--- src/logic/stack_pkg.sv ---
`default_nettype none

package stack_pkg;

    // ====================
    // Opcodes
    // ====================

    typedef enum logic
    {
        ALU_ADD = 1'b0, // op1 + op2.
        ALU_SUB = 1'b1  // op1 - op2.
    } alu_op_e;

    typedef enum logic
    {
        HOST_PUSH = 1'b0,
        HOST_POP  = 1'b1
    } host_op_e;

    // ====================
    // ALU sequencer
    // ====================

    typedef enum logic [3:0]
    {
        ALU_IDLE = 4'd0,
        ALU_REQ  = 4'd1, // Waiting for the stack grant.
        OP1_POP  = 4'd2,
        OP1_RCV  = 4'd3,
        OP2_POP  = 4'd4,
        OP2_RCV  = 4'd5,
        ALU_EXEC = 4'd6,
        ALU_PUSH = 4'd7  // Result push and finish pulse.
    } alu_state_e;

endpackage

`default_nettype wire

--- src/logic/stack_mem.sv ---
`timescale 1ns/1ns
`default_nettype none

module stack_mem #(
    parameter int DATA_LEN    = 8,
    parameter int STACK_DEPTH = 16
) (
    input  wire                 clk,
    input  wire                 rstn,
    input  wire                 push,
    input  wire                 pop,
    input  wire  [DATA_LEN-1:0] wr_data,
    output logic [DATA_LEN-1:0] rd_data,
    output logic                empty,
    output logic                full,
    output logic                err
);

    localparam int PTR_W = (STACK_DEPTH > 1) ? $clog2(STACK_DEPTH) : 1;
    localparam int CNT_W = $clog2(STACK_DEPTH + 1);

    logic [DATA_LEN-1:0] mem [STACK_DEPTH]; // Entry 0 is the bottom.
    logic [CNT_W-1:0]    sp;                // Number of entries, next free slot.
    logic [PTR_W-1:0]    wr_ptr;
    logic [PTR_W-1:0]    top_ptr;
    logic                do_push;
    logic                do_pop;

    assign empty   = (sp == '0);
    assign full    = (sp == CNT_W'(STACK_DEPTH));
    assign wr_ptr  = sp[PTR_W-1:0];
    assign top_ptr = PTR_W'(sp - 1'b1);

    // A push wins if both strobes ever arrive together.
    assign do_push = push && !full;
    assign do_pop  = pop && !push && !empty;

    // ====================
    // Pointer and error
    // ====================

    always_ff @(posedge clk or negedge rstn)
    begin
        if (!rstn)
        begin
            sp  <= '0;
            err <= 1'b0;
        end
        else
        begin
            if (do_push)
                sp <= sp + 1'b1;
            else if (do_pop)
                sp <= sp - 1'b1;

            if ((push && full) || (pop && !push && empty))
                err <= 1'b1; // Sticky until reset.
        end
    end

    // ====================
    // Storage
    // ====================

    always_ff @(posedge clk)
    begin
        if (do_push)
            mem[wr_ptr] <= wr_data;

        if (do_pop)
            rd_data <= mem[top_ptr]; // Valid the cycle after the strobe.
        else if (pop && !push)
            rd_data <= '0; // Underflow reads back zero.
    end

endmodule

`default_nettype wire

--- src/logic/stack_arbiter.sv ---
`timescale 1ns/1ns
`default_nettype none

module stack_arbiter #(
    parameter int DATA_LEN = 8
) (
    input  wire                 clk,
    input  wire                 rstn,
    input  wire                 alu_req,
    input  wire                 alu_push,
    input  wire                 alu_pop,
    input  wire  [DATA_LEN-1:0] alu_wr_data,
    input  wire                 host_req,
    input  wire                 host_push,
    input  wire                 host_pop,
    input  wire  [DATA_LEN-1:0] host_wr_data,
    output logic                alu_gnt,
    output logic                host_gnt,
    output logic                push,
    output logic                pop,
    output logic [DATA_LEN-1:0] wr_data
);

    logic last_host; // Last served peer, 0 means the ALU.

    // ====================
    // Grant
    // ====================

    always_ff @(posedge clk or negedge rstn)
    begin
        if (!rstn)
        begin
            alu_gnt   <= 1'b0;
            host_gnt  <= 1'b0;
            last_host <= 1'b0; // Host wins the first tie.
        end
        else if (alu_gnt)
        begin
            if (!alu_req)
                alu_gnt <= 1'b0; // Locked until the owner lets go.
        end
        else if (host_gnt)
        begin
            if (!host_req)
                host_gnt <= 1'b0;
        end
        else if (alu_req && (!host_req || last_host))
        begin
            alu_gnt   <= 1'b1;
            last_host <= 1'b0;
        end
        else if (host_req)
        begin
            host_gnt  <= 1'b1;
            last_host <= 1'b1;
        end
    end

    // ====================
    // Routing
    // ====================

    // Only the owner reaches the stack.
    assign push = (alu_gnt && alu_push) || (host_gnt && host_push);
    assign pop  = (alu_gnt && alu_pop) || (host_gnt && host_pop);

    always_comb
    begin
        if (alu_gnt)
            wr_data = alu_wr_data;
        else if (host_gnt)
            wr_data = host_wr_data;
        else
            wr_data = '0;
    end

endmodule

`default_nettype wire

--- src/logic/stack_alu.sv ---
`timescale 1ns/1ns
`default_nettype none

module stack_alu #(
    parameter int DATA_LEN = 8
) (
    input  wire                          clk,
    input  wire                          rstn,
    input  wire                          start,
    input  wire stack_pkg::alu_op_e      op,
    input  wire                          gnt,
    input  wire  [DATA_LEN-1:0]          rd_data,
    output logic                         req,
    output logic                         push,
    output logic                         pop,
    output logic [DATA_LEN-1:0]          wr_data,
    output logic                         busy,
    output logic                         fin_sig,
    output logic                         z_flag,
    output logic                         s_flag
);

    import stack_pkg::*;

    alu_state_e                 state;
    alu_op_e                    op_q;    // Opcode held for the whole job.
    logic signed [DATA_LEN-1:0] op1;     // First pop, top of the stack.
    logic signed [DATA_LEN-1:0] op2;
    logic signed [DATA_LEN-1:0] res;
    logic signed [DATA_LEN-1:0] alu_out;

    // Wraps at DATA_LEN bits.
    assign alu_out = (op_q == ALU_ADD) ? (op1 + op2) : (op1 - op2);

    // ====================
    // Sequencer
    // ====================

    always_ff @(posedge clk or negedge rstn)
    begin
        if (!rstn)
        begin
            state  <= ALU_IDLE;
            op_q   <= ALU_ADD;
            z_flag <= 1'b0;
            s_flag <= 1'b0;
        end
        else
        begin
            case (state)
                ALU_IDLE:
                begin
                    if (start)
                    begin
                        op_q  <= op;
                        state <= ALU_REQ;
                    end
                end
                ALU_REQ:
                begin
                    if (gnt)
                        state <= OP1_POP;
                end
                OP1_POP:  state <= OP1_RCV;
                OP1_RCV:  state <= OP2_POP;
                OP2_POP:  state <= OP2_RCV;
                OP2_RCV:  state <= ALU_EXEC;
                ALU_EXEC:
                begin
                    // Flags change on the same edge that raises fin_sig.
                    z_flag <= (alu_out == '0);
                    s_flag <= alu_out[DATA_LEN-1];
                    state  <= ALU_PUSH;
                end
                ALU_PUSH: state <= ALU_IDLE;
                default:  state <= ALU_IDLE;
            endcase
        end
    end

    // ====================
    // Datapath
    // ====================

    always_ff @(posedge clk)
    begin
        if (state == OP1_RCV)
            op1 <= signed'(rd_data); // Stack data lands one cycle after pop.
        if (state == OP2_RCV)
            op2 <= signed'(rd_data);
        if (state == ALU_EXEC)
            res <= alu_out;
    end

    // Strobes are decoded from the state.
    assign busy    = (state != ALU_IDLE);
    assign req     = busy;                  // Held until the push is done.
    assign pop     = (state == OP1_POP) || (state == OP2_POP);
    assign push    = (state == ALU_PUSH);
    assign fin_sig = (state == ALU_PUSH);
    assign wr_data = push ? res : '0;       // Idle data is driven low.

endmodule

`default_nettype wire

--- src/logic/host_port.sv ---
`timescale 1ns/1ns
`default_nettype none

module host_port #(
    parameter int DATA_LEN = 8
) (
    input  wire                          clk,
    input  wire                          rstn,
    input  wire                          valid,
    input  wire stack_pkg::host_op_e     op,
    input  wire  [DATA_LEN-1:0]          data,
    input  wire                          gnt,
    input  wire  [DATA_LEN-1:0]          rd_data,
    output logic                         req,
    output logic                         push,
    output logic                         pop,
    output logic [DATA_LEN-1:0]          wr_data,
    output logic                         busy,
    output logic                         rd_valid,
    output logic [DATA_LEN-1:0]          rd_out
);

    import stack_pkg::*;

    typedef enum logic [2:0]
    {
        H_IDLE,
        H_REQ,
        H_PUSH,
        H_POP,
        H_RCV
    } host_state_e;

    host_state_e         state;
    host_op_e            op_q;
    logic [DATA_LEN-1:0] data_q; // Push value latched with the command.

    always_ff @(posedge clk or negedge rstn)
    begin
        if (!rstn)
        begin
            state <= H_IDLE;
            op_q  <= HOST_PUSH;
        end
        else
        begin
            case (state)
                H_IDLE:
                begin
                    if (valid)
                    begin
                        op_q  <= op;
                        state <= H_REQ;
                    end
                end
                H_REQ:
                begin
                    if (gnt)
                        state <= (op_q == HOST_PUSH) ? H_PUSH : H_POP;
                end
                H_POP:   state <= H_RCV;
                default: state <= H_IDLE; // Push and receive end the job.
            endcase
        end
    end

    always_ff @(posedge clk)
    begin
        if ((state == H_IDLE) && valid)
            data_q <= data;
    end

    assign busy     = (state != H_IDLE);
    assign req      = busy;
    assign push     = (state == H_PUSH);
    assign pop      = (state == H_POP);
    assign wr_data  = push ? data_q : '0;
    assign rd_valid = (state == H_RCV);        // Stack data is valid this cycle.
    assign rd_out   = rd_valid ? rd_data : '0;

endmodule

`default_nettype wire

--- src/logic/stack_machine.sv ---
`timescale 1ns/1ns
`default_nettype none

module stack_machine #(
    parameter int DATA_LEN    = 8,
    parameter int STACK_DEPTH = 16
) (
    input  wire                          clk,
    input  wire                          rstn,
    input  wire                          alu_start,
    input  wire stack_pkg::alu_op_e      alu_op,
    input  wire                          host_valid,
    input  wire stack_pkg::host_op_e     host_op,
    input  wire  [DATA_LEN-1:0]          host_data,
    output logic                         alu_busy,
    output logic                         fin_sig,
    output logic                         z_flag,
    output logic                         s_flag,
    output logic                         host_busy,
    output logic                         rd_valid,
    output logic [DATA_LEN-1:0]          rd_data,
    output logic                         stack_empty,
    output logic                         stack_full,
    output logic                         stack_err
);

    // ====================
    // Peer to arbiter
    // ====================

    logic                alu_req;
    logic                alu_gnt;
    logic                alu_push;
    logic                alu_pop;
    logic [DATA_LEN-1:0] alu_wr_data;
    logic                host_req;
    logic                host_gnt;
    logic                host_push;
    logic                host_pop;
    logic [DATA_LEN-1:0] host_wr_data;

    // Arbiter to stack.
    logic                stk_push;
    logic                stk_pop;
    logic [DATA_LEN-1:0] stk_wr_data;
    logic [DATA_LEN-1:0] stk_rd_data; // Shared by both peers.

    stack_alu #(
        .DATA_LEN (DATA_LEN)
    ) stack_alu_inst (
        .clk     (clk),
        .rstn    (rstn),
        .start   (alu_start),
        .op      (alu_op),
        .gnt     (alu_gnt),
        .rd_data (stk_rd_data),
        .req     (alu_req),
        .push    (alu_push),
        .pop     (alu_pop),
        .wr_data (alu_wr_data),
        .busy    (alu_busy),
        .fin_sig (fin_sig),
        .z_flag  (z_flag),
        .s_flag  (s_flag)
    );

    host_port #(
        .DATA_LEN (DATA_LEN)
    ) host_port_inst (
        .clk      (clk),
        .rstn     (rstn),
        .valid    (host_valid),
        .op       (host_op),
        .data     (host_data),
        .gnt      (host_gnt),
        .rd_data  (stk_rd_data),
        .req      (host_req),
        .push     (host_push),
        .pop      (host_pop),
        .wr_data  (host_wr_data),
        .busy     (host_busy),
        .rd_valid (rd_valid),
        .rd_out   (rd_data)
    );

    stack_arbiter #(
        .DATA_LEN (DATA_LEN)
    ) stack_arbiter_inst (
        .clk          (clk),
        .rstn         (rstn),
        .alu_req      (alu_req),
        .alu_push     (alu_push),
        .alu_pop      (alu_pop),
        .alu_wr_data  (alu_wr_data),
        .host_req     (host_req),
        .host_push    (host_push),
        .host_pop     (host_pop),
        .host_wr_data (host_wr_data),
        .alu_gnt      (alu_gnt),
        .host_gnt     (host_gnt),
        .push         (stk_push),
        .pop          (stk_pop),
        .wr_data      (stk_wr_data)
    );

    stack_mem #(
        .DATA_LEN    (DATA_LEN),
        .STACK_DEPTH (STACK_DEPTH)
    ) stack_mem_inst (
        .clk     (clk),
        .rstn    (rstn),
        .push    (stk_push),
        .pop     (stk_pop),
        .wr_data (stk_wr_data),
        .rd_data (stk_rd_data),
        .empty   (stack_empty),
        .full    (stack_full),
        .err     (stack_err)
    );

endmodule

`default_nettype wire

--- config.mk ---
export PLATFORM = sky130hd
export DESIGN_NAME = stack_machine
export DESIGN_NICKNAME = d
export VERILOG_FILES = /design/src/logic/stack_pkg.sv /design/src/logic/stack_mem.sv /design/src/logic/stack_arbiter.sv /design/src/logic/stack_alu.sv /design/src/logic/host_port.sv /design/src/logic/stack_machine.sv
export SDC_FILE = /design/constraint.sdc
export NUM_CORES = 1
export LEC_CHECK = 0
export BUFFER_PORTS_ARGS = -buffer_cell sky130_fd_sc_hd__buf_2
export CELL_PAD_IN_SITES_DETAIL_PLACEMENT = 1
export CELL_PAD_IN_SITES_GLOBAL_PLACEMENT = 2
export CORE_ASPECT_RATIO = 0.8
export CORE_MARGIN = 2
export CORE_UTILIZATION = 42
export DETAILED_ROUTE_END_ITERATION = 16
export PLACE_DENSITY_LB_ADDON = 0.1
export SETUP_SLACK_MARGIN = 0.1
export SYNTH_ARGS = -nofsm -noshare
export SYNTH_HDL_FRONTEND = slang
export SYNTH_HIERARCHICAL = 1
export SYNTH_SLANG_ARGS = --single-unit
--- constraint.sdc ---
create_clock -name clk -period 2.7 [get_ports clk]
set_clock_uncertainty 0.1 [all_clocks]
set_input_delay 0 -clock clk [delete_from_list [all_inputs] [get_ports clk]]
set_output_delay 0 -clock clk [all_outputs]
set_load 0.005 [all_outputs]
[After elaboration in Yosys (flattened, before gate mapping)]
Memories as Yosys holds them, arrays and structs flattened.
Index checks and enable logic that the tools add are counted.
Storage, ports and cells
  flip-flop bits (word level): 60
  latch bits: 0
  input bits: 14
  logic and storage cells: 101
  bits in writable memories: 128
  memories: 1
  bits in read-only memories: 0
Cells by class
  order comparisons: 0
  div/mod/pow operators: 0
  multipliers: 0
  reductions and logical operators: 34
  shift operators: 0
  equal/unequal tests: 16
  bitwise logic cells: 2
  $add $sub $neg: 4
  muxes and demuxes: 28
Memory list
  stack_mem_inst.mem: words 16, width 8, read ports 1, clocked after memory_dff 0, write ports 1, RTL line stack_mem.sv:22  | logic [DATA_LEN-1:0] mem [STACK_DEPTH];
Operators with widths (number)
  2-to-1 mux 8 bit: 8
  case mux 4 bit (7 select lines): 1
  == test 4 x 3 -> 1 bit, second input constant: 4
  2-to-1 mux 1 bit: 12
  logical AND 1 bit: 11
  2-to-1 mux 5 bit: 2
  case mux 3 bit (3 select lines): 1
  adder 8 bit: 1
  == test 4 x 2 -> 1 bit, second input constant: 2
  zero test 8 bit: 1
  2-to-1 mux 4 bit: 2
  AND reduction 2 bit: 4
  subtractor 8 bit: 1
  == test 3 x 2 -> 1 bit, second input constant: 2
  2-to-1 mux 3 bit: 2
  nonzero test 2 bit: 3
  adder 5 x 1 -> 5 bit, second input constant: 1
  == test 5 bit, second input constant: 1
  zero test 5 bit: 1
  logical OR 1 bit: 5
  subtractor 5 x 1 -> 5 bit, second input constant: 1
  == test 4 x 1 -> 1 bit, second input constant: 1
  zero test 1 bit: 4
  zero test 4 bit: 1
  9 further kinds: 12

[Depth between registers and ports, before layout]
Gate-level depths: netlist of run 1.
  depth in word-level cells: 8
  gate-level depth with buffers: 11
  mapped depth without buffers: 11

[By module]
The synthesis of run 1 kept the hierarchy.
By module, submodules not included
  stack_mem: area an instance 5689.2 um^2, cells each 275, instances 1
  stack_alu: area an instance 1590.3 um^2, cells each 132, instances 1
  host_port: area an instance 575.6 um^2, cells each 40, instances 1
  stack_arbiter: area an instance 230.2 um^2, cells each 26, instances 1

[Worst setup path before layout of run 1]
Ideal clock, no wire load.
  kind: reg-to-reg
  start: reg stack_alu_inst.state[1]
  end: mem stack_mem_inst.mem[1][0], enable pin
  data arrival time: 2.490 ns
  required time: 2.205 ns
  slack: -0.285 ns
  setup time: 0.395 ns
  cell stages (with the launch flop): 9
  cell sequence: dfrtp_1 -> ha_1 -> clkbuf_1 -> and2_1 -> buf_4 -> a22o_1 -> inv_1 -> a31oi_4 -> nor4bb_1
Between the ends
  cells in the longest elaborated chain, start to end: 6
RTL lines
  start: declaration: RTL line stack_alu.sv:25  | alu_state_e state;
  start signal: assignment: RTL line stack_alu.sv:43  | state <= ALU_IDLE;
  start signal: assignment: RTL line stack_alu.sv:56  | state <= ALU_REQ;
  start signal: assignment: RTL line stack_alu.sv:62  | state <= OP1_POP;
  == test 4 x 3 -> 1 bit
  net fin_sig: RTL line stack_machine.sv:16  | output logic fin_sig,
  logical AND 1 bit: RTL line stack_arbiter.sv:65  | assign push = (alu_gnt && alu_push) || (host_gnt && host_push);
  logical OR 1 bit: RTL line stack_arbiter.sv:65
  net stk_push: RTL line stack_machine.sv:43  | logic stk_push;
  logical AND 1 bit: RTL line stack_mem.sv:35  | assign do_push = push && !full;
  2-to-1 mux 1 bit: RTL line stack_mem.sv:67  | if (do_push)
  2-to-1 mux 1 bit (not written as such): RTL line stack_mem.sv:68  | mem[wr_ptr] <= wr_data;
  end: declaration: RTL line stack_mem.sv:22
The timed path passes the listed nets, and every way through them passes these cells.

[Worst setup path after layout of run 1]
  start: reg stack_alu_inst.op2[0]
  end: reg stack_alu_inst.res[7], data pin
Between the ends
  cells in the longest elaborated chain, start to end: 2
  elaborated cells between the ends (all ways): 3
RTL lines
  start: declaration: RTL line stack_alu.sv:28  | logic signed [DATA_LEN-1:0] op2;
  start signal: assignment: RTL line stack_alu.sv:90  | op2 <= signed'(rd_data);
  adder 8 bit or subtractor 8 bit (tied branches): RTL line stack_alu.sv:33  | assign alu_out = (op_q == ALU_ADD) ? (op1 + op2) : (op1 - op2);
  2-to-1 mux 8 bit *: RTL line stack_alu.sv:33
  net stack_alu_inst.alu_out[7]: RTL line stack_alu.sv:30  | logic signed [DATA_LEN-1:0] alu_out;
  end signal: assignment: RTL line stack_alu.sv:92  | res <= alu_out;
  end: declaration: RTL line stack_alu.sv:29  | logic signed [DATA_LEN-1:0] res;
Mark *: on every way through the listed nets, which the timed path passes. The rest lies on a longest branch.
A chain may end at the register's enable or synchronous reset.

==> summary.txt, run 1 <==
Worst setup path
  – Startpoint Class: flop
  – CP peak stage delay: 0.47 ns
  – Register-to-Register Setup Slack: 0.17 ns
  – Worst setup path endpoint: stack_alu_inst/res[7]$_DFFE_PN_
  – CP max stage cell: edfxtp_1
  – Reg2reg start: stack_alu_inst/op2[0]$_DFFE_PN_
  – Critical Path AT: 2.60 ns
  – Max FO, Critical Path: 5
  – WP data required: 2.78 ns
  – CP startpoint: stack_alu_inst/op2[0]$_DFFE_PN_
  – Top delay family on crit path: compound AO/OA/AOI/OAI gates
  – Reg2Reg Depth: 10
  – Cell Chain, Critical Path: nor3_4 -> nor2_2 -> xnor2_1 -> ha_1 -> a21o_1 -> a21oi_2 -> o21ai_4 -> a31oi_4 -> xnor2_2 -> inv_1
  – Worst Setup End Kind: flop
  – Levels on crit path: 10
  – CP bufs+invs: 1
  – R2R Path End: stack_alu_inst/res[7]$_DFFE_PN_
  – Crit path kind: reg -> reg

Synthesis
  – Ys Warns: 6
  – Netlist cell types: 57
  – Top cell type's share of synthesized area: 62.4%
  – Mapped Cells: 473
  – Post-synth EDFFs: 168
  – Syn Nets: 504
  – Yosys reg bits: 187
  – Top cells by area, synth: edfxtp_1 62%, mux4_2 8.9%, dfrtp_1 5.9%
  – Synth async-reset ratio: 10.2%
  – Syn Area/Cell: 17.1 µm²
  – Seq/Total Area, Yosys: 68.3%
  – Synthesized area: 0.00809 mm²
  – Most used DFF post-synth: edfxtp_1
  – Post-synth top area cell: edfxtp_1

Drt
  – Routed wire length: 17600 µm
  – Starting DRT DRC Count: 282
  – Wire per inst: 21.3 µm
  – DR pass1 iterations: 4
  – DR vias: 4345
  – Via density: 5.27
  – Antenna Nets Post-Route: 0
  – DRC: 0

GRT
  – Met1 usage: 27.2%
  – Global-route usage over all layers: 18.4%
  – Most crowded layer after global routing: met2
  – Largest net degree at the start of global routing: 40
  – GR Overflow Total: 0
  – Met3 Use GR: 3.91%
  – Initial antenna violation count: 0
  – First-pass GRT wire length: 27700 µm
  – Grt met2 use: 27.7%
  – Vias in the first global route: 4725

Pwr
  – LEAKAGE: 3.47 nW
  – Register share of total power: 36.9%
  – Power, Total: 11.3 mW
  – Psw: 4.03 mW
  – Total power per unit cell area: 1180 mW/mm²
  – Internal: 7.32 mW
  – Switching Share: 35.5%
  – Clock share of power: 21.8%
  – Logic pwr share: 41.4%
  – VDD IR max: 734 µV

Layout
  – Layout area overhead: 19.0%
  – ANT cells: 0
  – Core Util, Final: 50.8%
  – Final instance area: 0.00962 mm²
  – Most frequent cells in the layout: 168 x edfxtp_1, 34 x buf_4, 32 x mux4_2
  – Fraction of layout cells with a size suffix above 1: 29.2%
  – Fin nets: 584
  – # fillers: 1826
  – Commonest non-fill, non-tap cell in the layout: edfxtp_1

Clock tree
  – # clock sinks: 187
  – CTS tree: done
  – Root Driver: clkbuf_16
  – Clk buf depth: 2
  – CTS HTree Levels: 4
  – Clock slew at reported path FFs: 0.07 ns
  – Later-pin clock latency in the skew report: 0.43 ns
  – Number of CTS-inserted buffers: 17

Floorplan
  – Overall die area: 0.0204 mm²
  – # IOs: 31
  – Die height: 128 µm
  – Core Region: 0.0189 mm²
  – Placement Rows: 45
  – Initial Utilization: 42.7%
  – Die width: 159 µm

Worst hold path
  – Worst Hold Class: in -> reg

STA
  – Relative slew slack: 34.8%
  – Worst hold slack: 0.190 ns
  – RSZ-0062 raised after global routing: true
  – Final Hold Fails: 0
  – Max-slew violations: 0
  – Final setup violation count: 0
  – Minimum clock period: 2.53 ns
  – Worst slew pin tran: 0.975 ns
  – Top achievable clock speed: 0.396 GHz
  – Setup TNS: 0 ns
  – Crit share post-route: 93.6%

Run status
  – Status: completed

Run
  – Max cap viols: 0

Place
  – Area post-placement: 0.00870 mm²
  – Gpl congestion: 0.776
  – PortBufs: 30
  – DP Wirelength: 12100 µm
==> timing repair <==
item	in CTS	in global routing
buffers inserted	0	7
setup endpoints to repair	2	11
pin swaps	0	19
hold buffers	16	0
gates resized for setup	1	22
endpoints found under the hold margin	40	0
==> cell usage after synthesis, drive strengths merged (2+ instances only) <==
library cell / count
mux2: 4
a211oi: 3
dfrtp: 19
and3b: 3
a21oi: 10
and3: 11
inv: 17
mux2i: 18
o22ai: 8
nor3: 5
nor3b: 3
a31oi: 6
clkbuf: 6
nor2b: 3
nand2: 14
xnor2: 14
ha: 16
mux4: 32
buf: 16
edfxtp: 168
o21ai: 5
nor2: 27
xor2: 4
a22o: 9
a21o: 2
nor4: 3
nand2b: 7
o21bai: 2
and2: 19
nor4b: 2
o21a: 2
or3: 2
==> worst min path at each step <==
stage | from | endpoint | slack, ns | cells after the start
2_1_floorplan | rstn | host_port_inst/op_q$_DFFE_PN0P_ | -0.40 | 0
3_3_place_gp | rstn | stack_mem_inst/sp[1]$_DFFE_PN0P_ | -0.11 | 1
3_5_place_dp | rstn | stack_mem_inst/sp[1]$_DFFE_PN0P_ | -0.10 | 1
4_1_cts | host_data[1] | host_port_inst/data_q[1]$_DFFE_PP_ | 0.17 | 2
5_1_grt | host_data[1] | host_port_inst/data_q[1]$_DFFE_PP_ | 0.17 | 2
6_report | host_data[1] | host_port_inst/data_q[1]$_DFFE_PP_ | 0.19 | 2
==> flip-flops by register name, summed over array words and instances, names as in the netlist, 3 cells and up <==
name and count:
host_port_inst/data_q 8, host_port_inst/state 3, stack_alu_inst/op1 8, stack_alu_inst/op2 8
stack_alu_inst/res 8, stack_alu_inst/state 3, stack_mem_inst/mem 128, stack_mem_inst/rd_data 8
stack_mem_inst/sp 5
==> worst reg2reg max path, stage by stage (launching register included) <==
cell	delay (ns)
edfxtp_1	0.47
nor3_4	0.27
nor2_2	0.06
xnor2_1	0.15
ha_1	0.37
a21o_1	0.19
a21oi_2	0.16
o21ai_4	0.09
a31oi_4	0.19
xnor2_2	0.16
inv_1	0.07
==> stage by stage <==
stage,setup slack [ns],std cells
floorplan,0.173,473
global placement,0.232,769
detailed placement,0.113,769
CTS,0.108,817
global route,0.0337,824
finish,0.172,824
==> per-layer routing <==
| layer | part of all wire [%] | routed length (µm) | vias up |
|---|---|---|---|
| li1 | - | - | 1993 |
| met1 | 49 | 8640 | 2267 |
| met2 | 46 | 8120 | 77 |
| met3 | 3.9 | 687 | 8 |
| met4 | 0.73 | 128 | 0 |
| met5 | 0 | 0 | - |
==> power by group through the flow <==
| stage | clock network (mW) | logic, mW | registers (mW) |
|---|---|---|---|
| global placement | 0 | 4.24 | 4.22 |
| finish | 2.47 | 4.69 | 4.18 |
| floorplan | 0 | 3.12 | 4.09 |
| detailed placement | 0 | 4.28 | 4.24 |
| global route | 2.65 | 5.17 | 4.24 |
| CTS | 2.53 | 4.35 | 4.18 |
==> logic make-up (layout without fill, tap and decap cells) <==
kind of cell             count (synthesis)  count (layout)  synth area share [%]
AO/OA/AOI/OAI                           54              54                  4.80
AND/OR/NAND/NOR                        104             104                  7.82
multiplexers                            54              54                  11.7
flip-flops                             187             187                  68.3
adder cells (fa/ha/maj)                 17              17                  2.72
XOR/XNOR                                18              18                  2.18
buffers and inverters                   39             132                  2.51
==> area by class of cell <==
class	count	area, µm²	area share, %
Clock buffer	17	425	4.42
Tap cell	258	323	3.36
Multi-Input combinational cell	247	2500	26.0
Clock inverter	15	158	1.64
Timing Repair Buffer	83	626	6.50
Inverter	17	63.8	0.663
Sequential cell	187	5520	57.4
No activity file was read; power rests on OpenSTA's default activity.
==> inputs of run 2 (changes only) <==
--- a/config.mk
+++ b/config.mk
@@ -5,7 +5,7 @@
 export SDC_FILE = /design/constraint.sdc
 export NUM_CORES = 1
 export LEC_CHECK = 0
-export BUFFER_PORTS_ARGS = -buffer_cell sky130_fd_sc_hd__buf_2
+export BUFFER_PORTS_ARGS = -buffer_cell sky130_fd_sc_hd__buf_4
 export CELL_PAD_IN_SITES_DETAIL_PLACEMENT = 1
 export CELL_PAD_IN_SITES_GLOBAL_PLACEMENT = 2
 export CORE_ASPECT_RATIO = 0.8
==> run 2 against run 1 <==
Setup slack worse by 0.0096 ns. Final cell count down 0.24%. Combinational power down 5.8%. Routed wire length up 2.4%.
==> summary.txt, run 2 (synthesized netlist as in run 1, its figures left out) <==
Layout
  – Final instance area: 0.00961 mm² (about the same)
  – Most frequent cells in the layout: 168 x edfxtp_1, 62 x buf_4, 32 x mux4_2
  – Core Util, Final: 50.8% (about the same)
  – Fin nets: 582 (-0.34%)
  – Fraction of layout cells with a size suffix above 1: 27.3% (-1.8 points)
  – Non-Filler Instances: 822 (-0.24%)
  – Commonest non-fill, non-tap cell in the layout: edfxtp_1
  – ANT cells: 0 (unchanged)
  – Layout area overhead: 18.9% (about the same)
  – Max FFs per register: 128 (unchanged)
  – Most flops, register: stack_mem_inst/mem

Place
  – DP Wirelength: 12200 µm (+1.0%)
  – PortBufs: 30 (unchanged)
  – Area post-placement: 0.00877 mm² (+0.86%)
  – Gpl congestion: 0.748 (-3.7%)
  – Placed insts: 769 (unchanged)

Clock tree
  – Number of CTS-inserted buffers: 17 (unchanged)
  – CTS HTree Levels: 4 (unchanged)
  – CTS tree: done
  – # clock sinks: 187 (unchanged)
  – Clock slew at reported path FFs: 0.07 ns (about the same)
  – Clk buf depth: 2 (unchanged)
  – Later-pin clock latency in the skew report: 0.44 ns (about the same)
  – Root Driver: clkbuf_16

Pwr
  – LEAKAGE: 3.48 nW (about the same)
  – Psw: 3.95 mW (-2.1%)
  – Logic pwr share: 39.5% (-1.9 points)
  – Internal: 7.24 mW (-1.1%)
  – Register share of total power: 37.5% (+0.6 points)
  – Total power per unit cell area: 1160 mW/mm² (-1.4%)
  – Switching Share: 35.3% (-0.24 points)
  – VDD IR max: 1050 µV (+44%)
  – Clock share of power: 23.0% (+1.2 points)

Worst setup path
  – Max FO, Critical Path: 8 (+3)
  – Worst Setup End Kind: flop
  – Startpoint Class: flop
  – WP data required: 2.79 ns (about the same)
  – Critical Path AT: 2.63 ns (+0.03 ns)
  – Crit path kind: reg -> reg
  – Reg2Reg Depth: 9 (-1)

Drt
  – Wire per inst: 21.9 µm (+2.7%)
  – DR vias: 4283 (-1.4%)
  – Starting DRT DRC Count: 271 (-3.9%)
  – DRC: 0 (unchanged)
  – DR pass1 iterations: 4 (unchanged)
  – Via density: 5.21 (-1.2%)
  – Routed wire length: 18000 µm (+2.4%)
  – Antenna Nets Post-Route: 0 (unchanged)

Floorplan
  – Initial Utilization: 42.7% (unchanged)
  – Core Region: 0.0189 mm² (unchanged)
  – Placement Rows: 45 (unchanged)
  – Die width: 159 µm (unchanged)
  – Die height: 128 µm (unchanged)
  – # IOs: 31 (unchanged)
  – Overall die area: 0.0204 mm² (unchanged)

Worst hold path
  – Worst Hold Class: in -> reg
  – Cell count of the worst hold path: 2 (unchanged)

Run
  – Max cap viols: 0 (unchanged)

STA
  – Relative slew slack: 35.9% (+1.1 points)
  – Worst hold slack: 0.185 ns (-0.00506 ns)
  – Final setup violation count: 0 (unchanged)
  – Worst slew pin tran: 0.958 ns (-0.0171 ns)
  – Final Hold Fails: 0 (unchanged)
  – Crit share post-route: 94.0% (+0.35 points)
  – RSZ-0062 raised after global routing: false
  – Setup TNS: 0 ns (unchanged)
  – Minimum clock period: 2.54 ns (+0.00957 ns)
  – Top achievable clock speed: 0.394 GHz (-0.38%)
  – Max-slew violations: 0 (unchanged)

GRT
  – First-pass GRT wire length: 28100 µm (+1.6%)
  – Initial antenna violation count: 0 (unchanged)
  – GR Overflow Total: 0 (unchanged)
  – Global-route usage over all layers: 18.9% (+0.54 points)
  – Largest net degree at the start of global routing: 40 (unchanged)
  – Vias in the first global route: 4614 (-2.3%)

Run status
  – Status: completed
[run 2: changes by cell type in the layout (fill, tap and decap cells not counted), sizes merged]
cell / before / now
clkinvlp: 1 / 0
clkinv: 5 / 4
inv: 25 / 26
buf: 67 / 65
bufinv: 1 / 2
[run 2: power groups by stage]
| stage | Combinational [mW] | Sequential (mW) | Clock [mW] |
|---|---|---|---|
| 2_1_floorplan | 3.12 | 4.09 | 0 |
| 3_3_place_gp | 4.24 | 4.24 | 0 |
| 3_5_place_dp | 4.30 | 4.26 | 0 |
| 4_1_cts | 4.38 | 4.20 | 2.61 |
| 5_1_grt | 4.83 | 4.25 | 2.72 |
| 6_report | 4.42 | 4.20 | 2.57 |
[run 2: per-layer routing]
| layer | vias up | GRT usage, % | routed length [µm] |
|---|---|---|---|
| li1 | 1992 | - | - |
| met1 | 2236 | 27.1 | 9100 |
| met2 | 42 | 29.3 | 8280 |
| met3 | 13 | 4.14 | 450 |
| met4 | 0 | 5.40 | 167 |
| met5 | - | 0 | 0 |
[run 2: layout make-up]
type,count,area (µm²)
Tap cell,258,323
Fill cell,1802,9310
Clock buffer,17,425
Inverter,17,63.8
Timing Repair Buffer,81,686
Sequential cell,187,5520
Clock inverter,15,174
Multi-Input combinational cell,247,2420
[run 2: worst max-delay path, stage by stage, from the launching register on]
cell	delay [ns]
dfrtp_1	0.64
nor2_1	0.12
xnor2_1	0.15
ha_1	0.35
a21o_1	0.19
a21oi_1	0.14
o21ai_1	0.12
a31oi_1	0.24
xnor2_2	0.18
inv_1	0.06
[run 2: metrics by stage]
step                      worst slack (ns)  power (mW)
after floorplan                      0.173        7.21
after global placement               0.207        8.48
after detailed placement             0.128        8.56
after CTS                            0.118        11.2
after global routing                0.0692        11.8
final                                0.162        11.2
[run 2: worst paths after layout]
path	from	end	slack (ns)
max in group asynchronous	rstn	stack_mem_inst/sp[0]$_DFFE_PN0P_	1.14
setup / recovery	stack_alu_inst/op_q$_DFFE_PN0P_	stack_alu_inst/res[7]$_DFFE_PN_	0.16
setup reg to reg	stack_alu_inst/op_q$_DFFE_PN0P_	stack_alu_inst/res[7]$_DFFE_PN_	0.16
hold reg to reg	stack_alu_inst/s_flag$_DFFE_PN0N_	stack_alu_inst/s_flag$_DFFE_PN0N_	0.41
min in group asynchronous	rstn	stack_alu_inst/state[2]$_DFFE_PN0P_	0.71
hold / removal	host_data[5]	host_port_inst/data_q[5]$_DFFE_PP_	0.19
[run 2: repair_timing]
| action | in CTS | in global routing |
|---|---|---|
| endpoints found under the setup margin | 0 | 19 |
| setup buffers | 0 | 5 |
| hold buffers | 16 | 0 |
| endpoints found under the hold margin | 40 | 0 |
| resized for setup | 0 | 11 |
